<file path="src/design/mac_lookup_pkg.sv">
`default_nettype none

package mac_lookup_pkg;

    localparam int VLAN_W = 12;  // 802.1q vlan id
    localparam int MAC_W  = 48;

    // one address, two decodes
    typedef union packed {
        logic [2:0][15:0] words;   // word 2 is the top 16 bits
        logic [5:0][7:0]  octets;  // octet 5 goes first on the wire
    } mac_addr_u;

    // forwarding kind reported with the tx port mask
    localparam logic [1:0] KIND_UNICAST   = 2'd0;
    localparam logic [1:0] KIND_MULTICAST = 2'd1;
    localparam logic [1:0] KIND_BROADCAST = 2'd2;
    localparam logic [1:0] KIND_FLOOD     = 2'd3;

endpackage

`default_nettype wire

</file>
<file path="src/design/frame_class_if.sv">
`timescale 1ns/100ps
`default_nettype none

interface frame_class_if #(
    parameter int PORT_NUM = 4
);

    logic                class_vld;   // one cycle per frame
    logic                is_local;    // dmac is the switch itself
    logic [1:0]          mac_kind;    // unicast, multicast or broadcast
    logic [PORT_NUM-1:0] flood_mask;  // every port but the rx one

    modport src (
        output class_vld,
        output is_local,
        output mac_kind,
        output flood_mask
    );

    modport dst (
        input class_vld,
        input is_local,
        input mac_kind,
        input flood_mask
    );

endinterface

`default_nettype wire

</file>
<file path="src/design/lookup_set_if.sv">
`timescale 1ns/100ps
`default_nettype none

interface lookup_set_if #(
    parameter int PORT_NUM = 4
);

    logic                all_ready;   // all three results in
    logic [PORT_NUM-1:0] smac_port;
    logic [PORT_NUM-1:0] dmac_port;
    logic                dmac_clash;  // dmac entry hit a hash clash
    logic [PORT_NUM-1:0] clash_port;

    modport src (
        output all_ready,
        output smac_port,
        output dmac_port,
        output dmac_clash,
        output clash_port
    );

    modport dst (
        input all_ready,
        input smac_port,
        input dmac_port,
        input dmac_clash,
        input clash_port
    );

endinterface

`default_nettype wire

</file>
<file path="src/design/frame_decode.sv">
`timescale 1ns/100ps
`default_nettype none

module frame_decode
    import mac_lookup_pkg::*;
#(
    parameter int               PORT_NUM  = 4,
    parameter int               HASH_W    = 12,
    parameter logic [MAC_W-1:0] LOCAL_MAC = 48'h02_00_00_00_00_01
) (
    input  wire logic                i_clk,
    input  wire logic                i_rst,
    input  wire logic                i_frame_vld,
    input  wire logic [VLAN_W-1:0]   i_vlan_id,
    input  wire logic [PORT_NUM-1:0] i_rx_port,
    input  wire logic [MAC_W-1:0]    i_dmac,
    input  wire logic [HASH_W-1:0]   i_dmac_hash,
    input  wire logic [MAC_W-1:0]    i_smac,
    input  wire logic [HASH_W-1:0]   i_smac_hash,
    output logic                     o_dmac_req_vld,
    output logic [HASH_W-1:0]        o_dmac_req_addr,
    output logic [MAC_W-1:0]         o_dmac_req_mac,
    output logic                     o_smac_req_vld,
    output logic [HASH_W-1:0]        o_smac_req_addr,
    output logic [MAC_W-1:0]         o_smac_req_mac,
    output logic [VLAN_W-1:0]        o_req_vlan_id,
    output logic [PORT_NUM-1:0]      o_req_rx_port,
    frame_class_if.src               o_class
);

    localparam mac_addr_u LOCAL_ADDR = LOCAL_MAC;

    logic                r_frame_vld;
    logic [VLAN_W-1:0]   r_vlan_id;
    logic [PORT_NUM-1:0] r_rx_port;
    mac_addr_u           r_dmac;
    logic [HASH_W-1:0]   r_dmac_hash;
    logic [MAC_W-1:0]    r_smac;
    logic [HASH_W-1:0]   r_smac_hash;

    logic                r_cmp_vld;
    logic [2:0]          r_bcast_eq;    // per word all ones
    logic [2:0]          r_local_eq;    // per word equal to own mac
    logic                r_mcast_bit;
    logic [PORT_NUM-1:0] r_flood_mask;

    // frame capture, doubles as the table request
    always_ff @(posedge i_clk or negedge i_rst) begin
        if (!i_rst) begin
            r_frame_vld <= 1'b0;
            r_vlan_id   <= '0;
            r_rx_port   <= '0;
            r_dmac      <= '0;
            r_dmac_hash <= '0;
            r_smac      <= '0;
            r_smac_hash <= '0;
        end else begin
            r_frame_vld <= i_frame_vld;
            if (i_frame_vld) begin
                r_vlan_id   <= i_vlan_id;
                r_rx_port   <= i_rx_port;
                r_dmac      <= i_dmac;
                r_dmac_hash <= i_dmac_hash;
                r_smac      <= i_smac;
                r_smac_hash <= i_smac_hash;
            end
        end
    end

    assign o_dmac_req_vld  = r_frame_vld;
    assign o_dmac_req_addr = r_dmac_hash;
    assign o_dmac_req_mac  = r_dmac;
    assign o_smac_req_vld  = r_frame_vld;
    assign o_smac_req_addr = r_smac_hash;
    assign o_smac_req_mac  = r_smac;
    assign o_req_vlan_id   = r_vlan_id;
    assign o_req_rx_port   = r_rx_port;

    // 16 bit compares keep the 48 bit match off one long path
    always_ff @(posedge i_clk or negedge i_rst) begin
        if (!i_rst) begin
            r_cmp_vld    <= 1'b0;
            r_bcast_eq   <= '0;
            r_local_eq   <= '0;
            r_mcast_bit  <= 1'b0;
            r_flood_mask <= '0;
        end else begin
            r_cmp_vld <= r_frame_vld;
            for (int i = 0; i < 3; i++) begin
                r_bcast_eq[i] <= (r_dmac.words[i] == 16'hffff);
                r_local_eq[i] <= (r_dmac.words[i] == LOCAL_ADDR.words[i]);
            end
            r_mcast_bit  <= r_dmac.octets[5][0];  // i/g bit of first octet
            r_flood_mask <= ~r_rx_port;
        end
    end

    always_ff @(posedge i_clk or negedge i_rst) begin
        if (!i_rst) begin
            o_class.class_vld  <= 1'b0;
            o_class.is_local   <= 1'b0;
            o_class.mac_kind   <= KIND_UNICAST;
            o_class.flood_mask <= '0;
        end else begin
            o_class.class_vld  <= r_cmp_vld;
            o_class.is_local   <= &r_local_eq;
            o_class.flood_mask <= r_flood_mask;
            if (&r_bcast_eq) begin
                o_class.mac_kind <= KIND_BROADCAST;  // broadcast also has the i/g bit
            end else if (r_mcast_bit) begin
                o_class.mac_kind <= KIND_MULTICAST;
            end else begin
                o_class.mac_kind <= KIND_UNICAST;
            end
        end
    end

endmodule

`default_nettype wire

</file>
<file path="src/design/lookup_collect.sv">
`timescale 1ns/100ps
`default_nettype none

module lookup_collect #(
    parameter int PORT_NUM = 4
) (
    input  wire logic                i_clk,
    input  wire logic                i_rst,
    input  wire logic [PORT_NUM-1:0] i_smac_rslt,
    input  wire logic                i_smac_rslt_vld,
    input  wire logic [PORT_NUM-1:0] i_dmac_rslt,
    input  wire logic                i_dmac_rslt_vld,
    input  wire logic                i_dmac_clash,
    input  wire logic [PORT_NUM-1:0] i_clash_rslt,
    input  wire logic                i_clash_rslt_vld,
    lookup_set_if.src                o_set
);

    logic                ri_smac_vld;
    logic                ri_dmac_vld;
    logic                ri_clash_vld;
    logic [PORT_NUM-1:0] ri_smac_rslt;
    logic [PORT_NUM-1:0] ri_dmac_rslt;
    logic                ri_dmac_clash;
    logic [PORT_NUM-1:0] ri_clash_rslt;

    logic                r_smac_rdy;
    logic                r_dmac_rdy;
    logic                r_clash_rdy;
    logic [PORT_NUM-1:0] r_smac_port;
    logic [PORT_NUM-1:0] r_dmac_port;
    logic                r_dmac_clash;
    logic [PORT_NUM-1:0] r_clash_port;
    logic                r_all_ready;
    logic                w_all_in;

    // strobes arriving this cycle count as ready
    assign w_all_in = (r_smac_rdy | ri_smac_vld) & (r_dmac_rdy | ri_dmac_vld) &
                      (r_clash_rdy | ri_clash_vld);

    always_ff @(posedge i_clk or negedge i_rst) begin
        if (!i_rst) begin
            ri_smac_vld  <= 1'b0;
            ri_dmac_vld  <= 1'b0;
            ri_clash_vld <= 1'b0;
        end else begin
            ri_smac_vld  <= i_smac_rslt_vld;
            ri_dmac_vld  <= i_dmac_rslt_vld;
            ri_clash_vld <= i_clash_rslt_vld;
        end
    end

    always_ff @(posedge i_clk) begin
        ri_smac_rslt  <= i_smac_rslt;
        ri_dmac_rslt  <= i_dmac_rslt;
        ri_dmac_clash <= i_dmac_clash;
        ri_clash_rslt <= i_clash_rslt;
    end

    always_ff @(posedge i_clk or negedge i_rst) begin
        if (!i_rst) begin
            r_smac_rdy  <= 1'b0;
            r_dmac_rdy  <= 1'b0;
            r_clash_rdy <= 1'b0;
            r_all_ready <= 1'b0;
        end else begin
            r_all_ready <= w_all_in & ~r_all_ready;
            if (w_all_in) begin  // set is complete, start over
                r_smac_rdy  <= 1'b0;
                r_dmac_rdy  <= 1'b0;
                r_clash_rdy <= 1'b0;
            end else begin
                r_smac_rdy  <= r_smac_rdy | ri_smac_vld;
                r_dmac_rdy  <= r_dmac_rdy | ri_dmac_vld;
                r_clash_rdy <= r_clash_rdy | ri_clash_vld;
            end
        end
    end

    // results stay put through the all_ready cycle
    always_ff @(posedge i_clk or negedge i_rst) begin
        if (!i_rst) begin
            r_smac_port  <= '0;
            r_dmac_port  <= '0;
            r_dmac_clash <= 1'b0;
            r_clash_port <= '0;
        end else if (r_all_ready) begin
            r_smac_port  <= '0;
            r_dmac_port  <= '0;
            r_dmac_clash <= 1'b0;
            r_clash_port <= '0;
        end else begin
            if (ri_smac_vld) begin
                r_smac_port <= ri_smac_rslt;
            end
            if (ri_dmac_vld) begin
                r_dmac_port  <= ri_dmac_rslt;
                r_dmac_clash <= ri_dmac_clash;  // travels with the dmac result
            end
            if (ri_clash_vld) begin
                r_clash_port <= ri_clash_rslt;
            end
        end
    end

    assign o_set.all_ready  = r_all_ready;
    assign o_set.smac_port  = r_smac_port;
    assign o_set.dmac_port  = r_dmac_port;
    assign o_set.dmac_clash = r_dmac_clash;
    assign o_set.clash_port = r_clash_port;

endmodule

`default_nettype wire

</file>
<file path="src/design/port_arbiter.sv">
`timescale 1ns/100ps
`default_nettype none

module port_arbiter
    import mac_lookup_pkg::*;
#(
    parameter int PORT_NUM = 4
) (
    input  wire logic       i_clk,
    input  wire logic       i_rst,
    frame_class_if.dst      i_class,
    lookup_set_if.dst       i_set,
    output logic [PORT_NUM:0] o_tx_port,      // top bit marks a frame to the switch
    output logic            o_tx_port_vld,
    output logic [1:0]      o_tx_kind
);

    logic                r_is_local;
    logic [1:0]          r_mac_kind;
    logic [PORT_NUM-1:0] r_flood_mask;

    logic [PORT_NUM-1:0] w_pick;
    logic [1:0]          w_kind;

    always_ff @(posedge i_clk or negedge i_rst) begin
        if (!i_rst) begin
            r_is_local   <= 1'b0;
            r_mac_kind   <= KIND_UNICAST;
            r_flood_mask <= '0;
        end else if (i_class.class_vld) begin
            r_is_local   <= i_class.is_local;
            r_mac_kind   <= i_class.mac_kind;
            r_flood_mask <= i_class.flood_mask;
        end
    end

    // smac first, then a clean dmac hit, then the clash table
    always_comb begin
        if (i_set.smac_port != '0) begin
            w_pick = i_set.smac_port;
        end else if (i_set.dmac_port != '0 && !i_set.dmac_clash) begin
            w_pick = i_set.dmac_port;
        end else if (i_set.clash_port != '0) begin
            w_pick = i_set.clash_port;
        end else begin
            w_pick = r_flood_mask;
        end
    end

    always_comb begin
        if (r_mac_kind != KIND_UNICAST || r_is_local) begin
            w_kind = r_mac_kind;
        end else if (w_pick == r_flood_mask && r_flood_mask != '0) begin
            w_kind = KIND_FLOOD;  // lookup gave nothing better than flooding
        end else begin
            w_kind = KIND_UNICAST;
        end
    end

    always_ff @(posedge i_clk or negedge i_rst) begin
        if (!i_rst) begin
            o_tx_port     <= '0;
            o_tx_port_vld <= 1'b0;
            o_tx_kind     <= KIND_UNICAST;
        end else begin
            o_tx_port_vld <= i_set.all_ready;
            if (i_set.all_ready) begin
                o_tx_kind <= w_kind;
                if (r_is_local) begin
                    o_tx_port <= {1'b1, {PORT_NUM{1'b0}}};
                end else begin
                    o_tx_port <= {1'b0, w_pick};
                end
            end
        end
    end

endmodule

`default_nettype wire

</file>
<file path="src/design/mac_lookup_mng.sv">
`timescale 1ns/100ps
`default_nettype none

module mac_lookup_mng
    import mac_lookup_pkg::*;
#(
    parameter int               PORT_NUM  = 4,
    parameter int               HASH_W    = 12,
    parameter logic [MAC_W-1:0] LOCAL_MAC = 48'h02_00_00_00_00_01
) (
    input  wire logic                i_clk,
    input  wire logic                i_rst,
    // frame from the parser
    input  wire logic                i_frame_vld,
    input  wire logic [VLAN_W-1:0]   i_vlan_id,
    input  wire logic [PORT_NUM-1:0] i_rx_port,      // one hot
    input  wire logic [MAC_W-1:0]    i_dmac,
    input  wire logic [HASH_W-1:0]   i_dmac_hash,
    input  wire logic [MAC_W-1:0]    i_smac,
    input  wire logic [HASH_W-1:0]   i_smac_hash,
    // table requests, clash table shares the dmac one
    output logic                     o_dmac_req_vld,
    output logic [HASH_W-1:0]        o_dmac_req_addr,
    output logic [MAC_W-1:0]         o_dmac_req_mac,
    output logic                     o_smac_req_vld,
    output logic [HASH_W-1:0]        o_smac_req_addr,
    output logic [MAC_W-1:0]         o_smac_req_mac,
    output logic [VLAN_W-1:0]        o_req_vlan_id,
    output logic [PORT_NUM-1:0]      o_req_rx_port,
    // table results
    input  wire logic [PORT_NUM-1:0] i_smac_rslt,
    input  wire logic                i_smac_rslt_vld,
    input  wire logic [PORT_NUM-1:0] i_dmac_rslt,
    input  wire logic                i_dmac_rslt_vld,
    input  wire logic                i_dmac_clash,
    input  wire logic [PORT_NUM-1:0] i_clash_rslt,
    input  wire logic                i_clash_rslt_vld,
    // forwarding decision
    output logic [PORT_NUM:0]        o_tx_port,
    output logic                     o_tx_port_vld,
    output logic [1:0]               o_tx_kind
);

    frame_class_if #(.PORT_NUM(PORT_NUM)) u_class_if ();
    lookup_set_if  #(.PORT_NUM(PORT_NUM)) u_set_if ();

    frame_decode #(
        .PORT_NUM  (PORT_NUM),
        .HASH_W    (HASH_W),
        .LOCAL_MAC (LOCAL_MAC)
    ) u_frame_decode (
        .i_clk           (i_clk),
        .i_rst           (i_rst),
        .i_frame_vld     (i_frame_vld),
        .i_vlan_id       (i_vlan_id),
        .i_rx_port       (i_rx_port),
        .i_dmac          (i_dmac),
        .i_dmac_hash     (i_dmac_hash),
        .i_smac          (i_smac),
        .i_smac_hash     (i_smac_hash),
        .o_dmac_req_vld  (o_dmac_req_vld),
        .o_dmac_req_addr (o_dmac_req_addr),
        .o_dmac_req_mac  (o_dmac_req_mac),
        .o_smac_req_vld  (o_smac_req_vld),
        .o_smac_req_addr (o_smac_req_addr),
        .o_smac_req_mac  (o_smac_req_mac),
        .o_req_vlan_id   (o_req_vlan_id),
        .o_req_rx_port   (o_req_rx_port),
        .o_class         (u_class_if.src)
    );

    lookup_collect #(
        .PORT_NUM (PORT_NUM)
    ) u_lookup_collect (
        .i_clk            (i_clk),
        .i_rst            (i_rst),
        .i_smac_rslt      (i_smac_rslt),
        .i_smac_rslt_vld  (i_smac_rslt_vld),
        .i_dmac_rslt      (i_dmac_rslt),
        .i_dmac_rslt_vld  (i_dmac_rslt_vld),
        .i_dmac_clash     (i_dmac_clash),
        .i_clash_rslt     (i_clash_rslt),
        .i_clash_rslt_vld (i_clash_rslt_vld),
        .o_set            (u_set_if.src)
    );

    port_arbiter #(
        .PORT_NUM (PORT_NUM)
    ) u_port_arbiter (
        .i_clk         (i_clk),
        .i_rst         (i_rst),
        .i_class       (u_class_if.dst),
        .i_set         (u_set_if.dst),
        .o_tx_port     (o_tx_port),
        .o_tx_port_vld (o_tx_port_vld),
        .o_tx_kind     (o_tx_kind)
    );

endmodule

`default_nettype wire

</file>
<file path="config.mk">
export PLATFORM = sky130hd
export DESIGN_NAME = mac_lookup_mng
export DESIGN_NICKNAME = d
export VERILOG_FILES = /design/src/design/mac_lookup_pkg.sv /design/src/design/frame_class_if.sv /design/src/design/lookup_set_if.sv /design/src/design/frame_decode.sv /design/src/design/lookup_collect.sv /design/src/design/port_arbiter.sv /design/src/design/mac_lookup_mng.sv
export SDC_FILE = /design/constraint.sdc
export NUM_CORES = 1
export LEC_CHECK = 0
export BUFFER_PORTS_ARGS = -buffer_cell sky130_fd_sc_hd__buf_4
export CORE_UTILIZATION = 44
export CTS_CLUSTER_DIAMETER = 60
export DETAILED_ROUTE_END_ITERATION = 16
export PLACE_DENSITY_LB_ADDON = 0.15
export SYNTH_ARGS = -nofsm -noshare
export SYNTH_HDL_FRONTEND = slang
export SYNTH_HIERARCHICAL = 1
export SYNTH_SLANG_ARGS = --single-unit
</file>
<file path="constraint.sdc">
create_clock -name i_clk -period 1.6 [get_ports i_clk]
set_clock_uncertainty 0.15 [all_clocks]
set_input_delay 0.32 -clock i_clk [delete_from_list [all_inputs] [get_ports i_clk]]
set_output_delay 0.32 -clock i_clk [all_outputs]
set_load 0.1 [all_outputs]
</file>
==> run summary <==
Slew Limit Fails: 0
GRT overflow: 0
Failing checks: negative setup slack
Share of layout cells above drive strength 1: 59.5%
Max transition margin: 62.9%
WS Path Type: reg -> reg
Die area: 18,800 µm²
CTS Buf Count: 22
Worst setup SP type: flip-flop
Critical Path End: u_port_arbiter/o_tx_kind[0]$_DFFE_PN0P_
Most used DFF post-synth: dfrtp_1
Power per cell area: 1260 nW/µm²
WL per Instance: 23.0 µm
Flop2flop setup slack: -230 ps
Synth area leader: dfrtp_1
Cell Area, Synth: 8050 µm²
Drt pass-1 iters: 4
Met3 usage: 6.40%
Vias in the first global route: 7,349
Maximum VDD drop: 0.00132 V
Global route hottest layer: met2
Setup_tns: -871 ps
DR iter-0 viols: 310
Largest net degree at the start of global routing: 45
Actual slew at the worst max-slew pin: 551 ps
Maxcap violations: 0
Post-Route WL: 30,100 µm
CTS tree: yes
Core region area: 18,000 µm²
Worst Hold Class: in -> reg
Status: finished with violations
H-tree depth: 1
Count leader, synth: dfrtp_1
Setup ws final: -230 ps
Synthesized Nets: 656
Mapped Avg Cell Area: 16.1 µm²
Half-perimeter wire length after placement: 14,500 µm
Hold path startpoint: i_frame_vld
Setup violators final: 30
Crit-path max FO: 5
CTS root buf: clkbuf_16
Clock sink count: 205
Fin Hold WS: 65.9 ps
Post-DRT Antenna Nets: 0
Main area contributors after synthesis: dfrtp_1 60%, mux2_4 17%, mux2_2 6.7%, dfxtp_1 3.2%, mux2i_1 1.9%
Power Total: 19,200 µW
Most frequent cells after synthesis: 192 x dfrtp_1, 92 x mux2_4, 48 x mux2_2, 17 x nor2_1, 16 x nor4_1
Antenna violations before repair: 0
Routing usage on met2: 50.1%
Multi-input logic area: 2830 µm²
Leakage: 0.00721 µW
Worst Path Arrival: 2080 ps
Final Hold Violating Endpoints: 0
YS warnings: 6
Share of flip-flops with an asynchronous set or reset: 93.7%
Inserted Diodes: 0
I/O Buffers: 300
CP startpoint: u_lookup_collect/o_set.dmac_port[0]$_DFFE_PN0P_
Register area: 5120 µm²
Final nets: 1,220
Die W: 137 µm
First-pass GRT wire length: 39,500 µm
Area Overhead vs Synth: 90.0%
Distinct cells, synth: 38
Core Util, Final: 85.1%
#FFs+latches synth: 205
Critical Path Sink Type: flip-flop
CTS max path bufs: 3
Worst-Skew Late Latency: 510 ps
Via count: 6,778
Worst EP required: 1850 ps
Register area share after synthesis: 62.9%
Unrepaired setup endpoints after global routing: yes
Row cnt: 49
Fmax: 547 MHz
Die Ht: 137 µm
FF-to-FF Start: u_lookup_collect/o_set.dmac_port[0]$_DFFE_PN0P_
Clk slew on worst S/H paths: 60 ps
Fin crit share: 114%
Number of enable flip-flop cells after synthesis: 0
Initial Util: 44.8%
Dpl ws: -286 ps
GPL Wtd Cong: 0.917
Fill cell total of the finished layout: 790
Mapped Cells: 501
Global-route usage over all layers: 27.7%
Period minus WS final: 1830 ps
Reg2Reg Depth: 5
Share of the synthesized area in the top cell type: 59.7%
I/O Pins: 301
Avg Vias per Cell: 5.17
DRC Markers: 0
RR Endpoint: u_port_arbiter/o_tx_kind[0]$_DFFE_PN0P_
Met1 global-route usage: 30.8%
[per-stage QoR]
stage	std cells	instance area, µm²
after detailed placement	1038	10800
final	1310	15300
after global placement	1038	10800
after floorplan	501	8080
after global routing	1310	15300
after CTS	1275	14500
[registers in the layout (all words and copies together) (netlist names), 3 cells and up]
name,flops
u_frame_decode/r_bcast_eq,3
u_frame_decode/o_smac_req_mac,48
u_lookup_collect/ri_dmac_rslt,4
u_frame_decode/r_local_eq,3
u_frame_decode/o_class.flood_mask,4
u_port_arbiter/o_tx_port,5
u_frame_decode/o_smac_req_addr,12
u_lookup_collect/o_set.clash_port,4
u_port_arbiter/r_flood_mask,4
u_frame_decode/o_req_vlan_id,12
u_frame_decode/o_dmac_req_mac,48
u_lookup_collect/o_set.dmac_port,4
u_frame_decode/r_flood_mask,4
u_lookup_collect/ri_smac_rslt,4
u_frame_decode/o_dmac_req_addr,12
u_lookup_collect/ri_clash_rslt,4
u_frame_decode/o_req_rx_port,4
u_lookup_collect/o_set.smac_port,4
[critical path, stage by stage, from the launching register on]
cell and delay [ps]:
dfrtp_2 450, or3_4 390, o22ai_4 180, o31a_1 180
o2111ai_2 140, o31ai_1 240
[power breakdown]
group          total, µW  internal (µW)  switching [µW]
Combinational       7470           3000            4470
Sequential          6420           5760             662
Clock               5300           3140            2160
Total              19200          11900            7300
[how the worst min path moves through the flow]
| stage | depth (start not counted) | slack, ps | endpoint |
|---|---|---|---|
| final | 2 | 70 | u_frame_decode/o_dmac_req_vld$_DFF_PN0_ |
| after global routing | 2 | 50 | u_frame_decode/o_dmac_req_vld$_DFF_PN0_ |
| after CTS | 2 | 40 | u_frame_decode/o_dmac_req_vld$_DFF_PN0_ |
| after detailed placement | 1 | 100 | u_frame_decode/o_dmac_req_mac[21]$_DFFE_PN0P_ |
| after global placement | 1 | 110 | u_frame_decode/o_dmac_req_mac[21]$_DFFE_PN0P_ |
| after floorplan | 0 | -130 | u_frame_decode/o_class.class_vld$_DFF_PN0_ |
[cells by family after synthesis]
kind of cell,after synthesis,share of synthesized area (%)
multiplexers,155,25.8
buffers and inverters,32,2.91
flip-flops,205,62.9
AND/OR/NAND/NOR,77,5.57
XOR/XNOR,2,0.218
AO/OA/AOI/OAI,30,2.61
[routing by layer]
metal	vias to the layer above	wire, µm
met5	-	0
met4	0	1190
met3	84	1690
met1	3467	10900
met2	303	16300
li1	2924	-
[placed cells by master, fill, tap and decap left out, types with 3 or more instances in the layout]
cell type / count
inv_1: 9
clkbuf_16: 23
dfrtp_2: 41
buf_6: 18
dfrtp_1: 151
o22ai_2: 4
o21ai_0: 4
nor3_1: 7
buf_4: 255
a21oi_1: 3
o21ai_1: 4
nand2b_1: 3
mux2i_1: 15
mux2_4: 92
nor4_1: 15
nand2_1: 5
nor4b_1: 3
mux2_2: 48
dlygate4sd3_1: 153
and4_1: 3
nand4_1: 12
dfxtp_1: 13
clkbuf_8: 5
buf_12: 113
nor2_1: 17
clkinv_2: 7
buf_8: 23
[layout make-up]
cell class | instances | area share [%]
clock inverter | 11 | 0.728
clock buffer | 29 | 4.17
timing repair buffer | 563 | 41.0
inverter | 9 | 0.221
multi-input combinational | 264 | 18.5
sequential | 205 | 33.5
tap | 229 | 1.87
[what timing repair did]
| item | in CTS | in global routing |
|---|---|---|
| endpoints found under the hold margin | 344 | 0 |
| gates resized for setup | 288 | 126 |
| pin swaps | 3 | 5 |
| buffers inserted | 44 | 35 |
| hold buffers | 153 | 0 |
| setup endpoints to repair | 150 | 122 |
No activity file was read; power rests on OpenSTA's default activity.
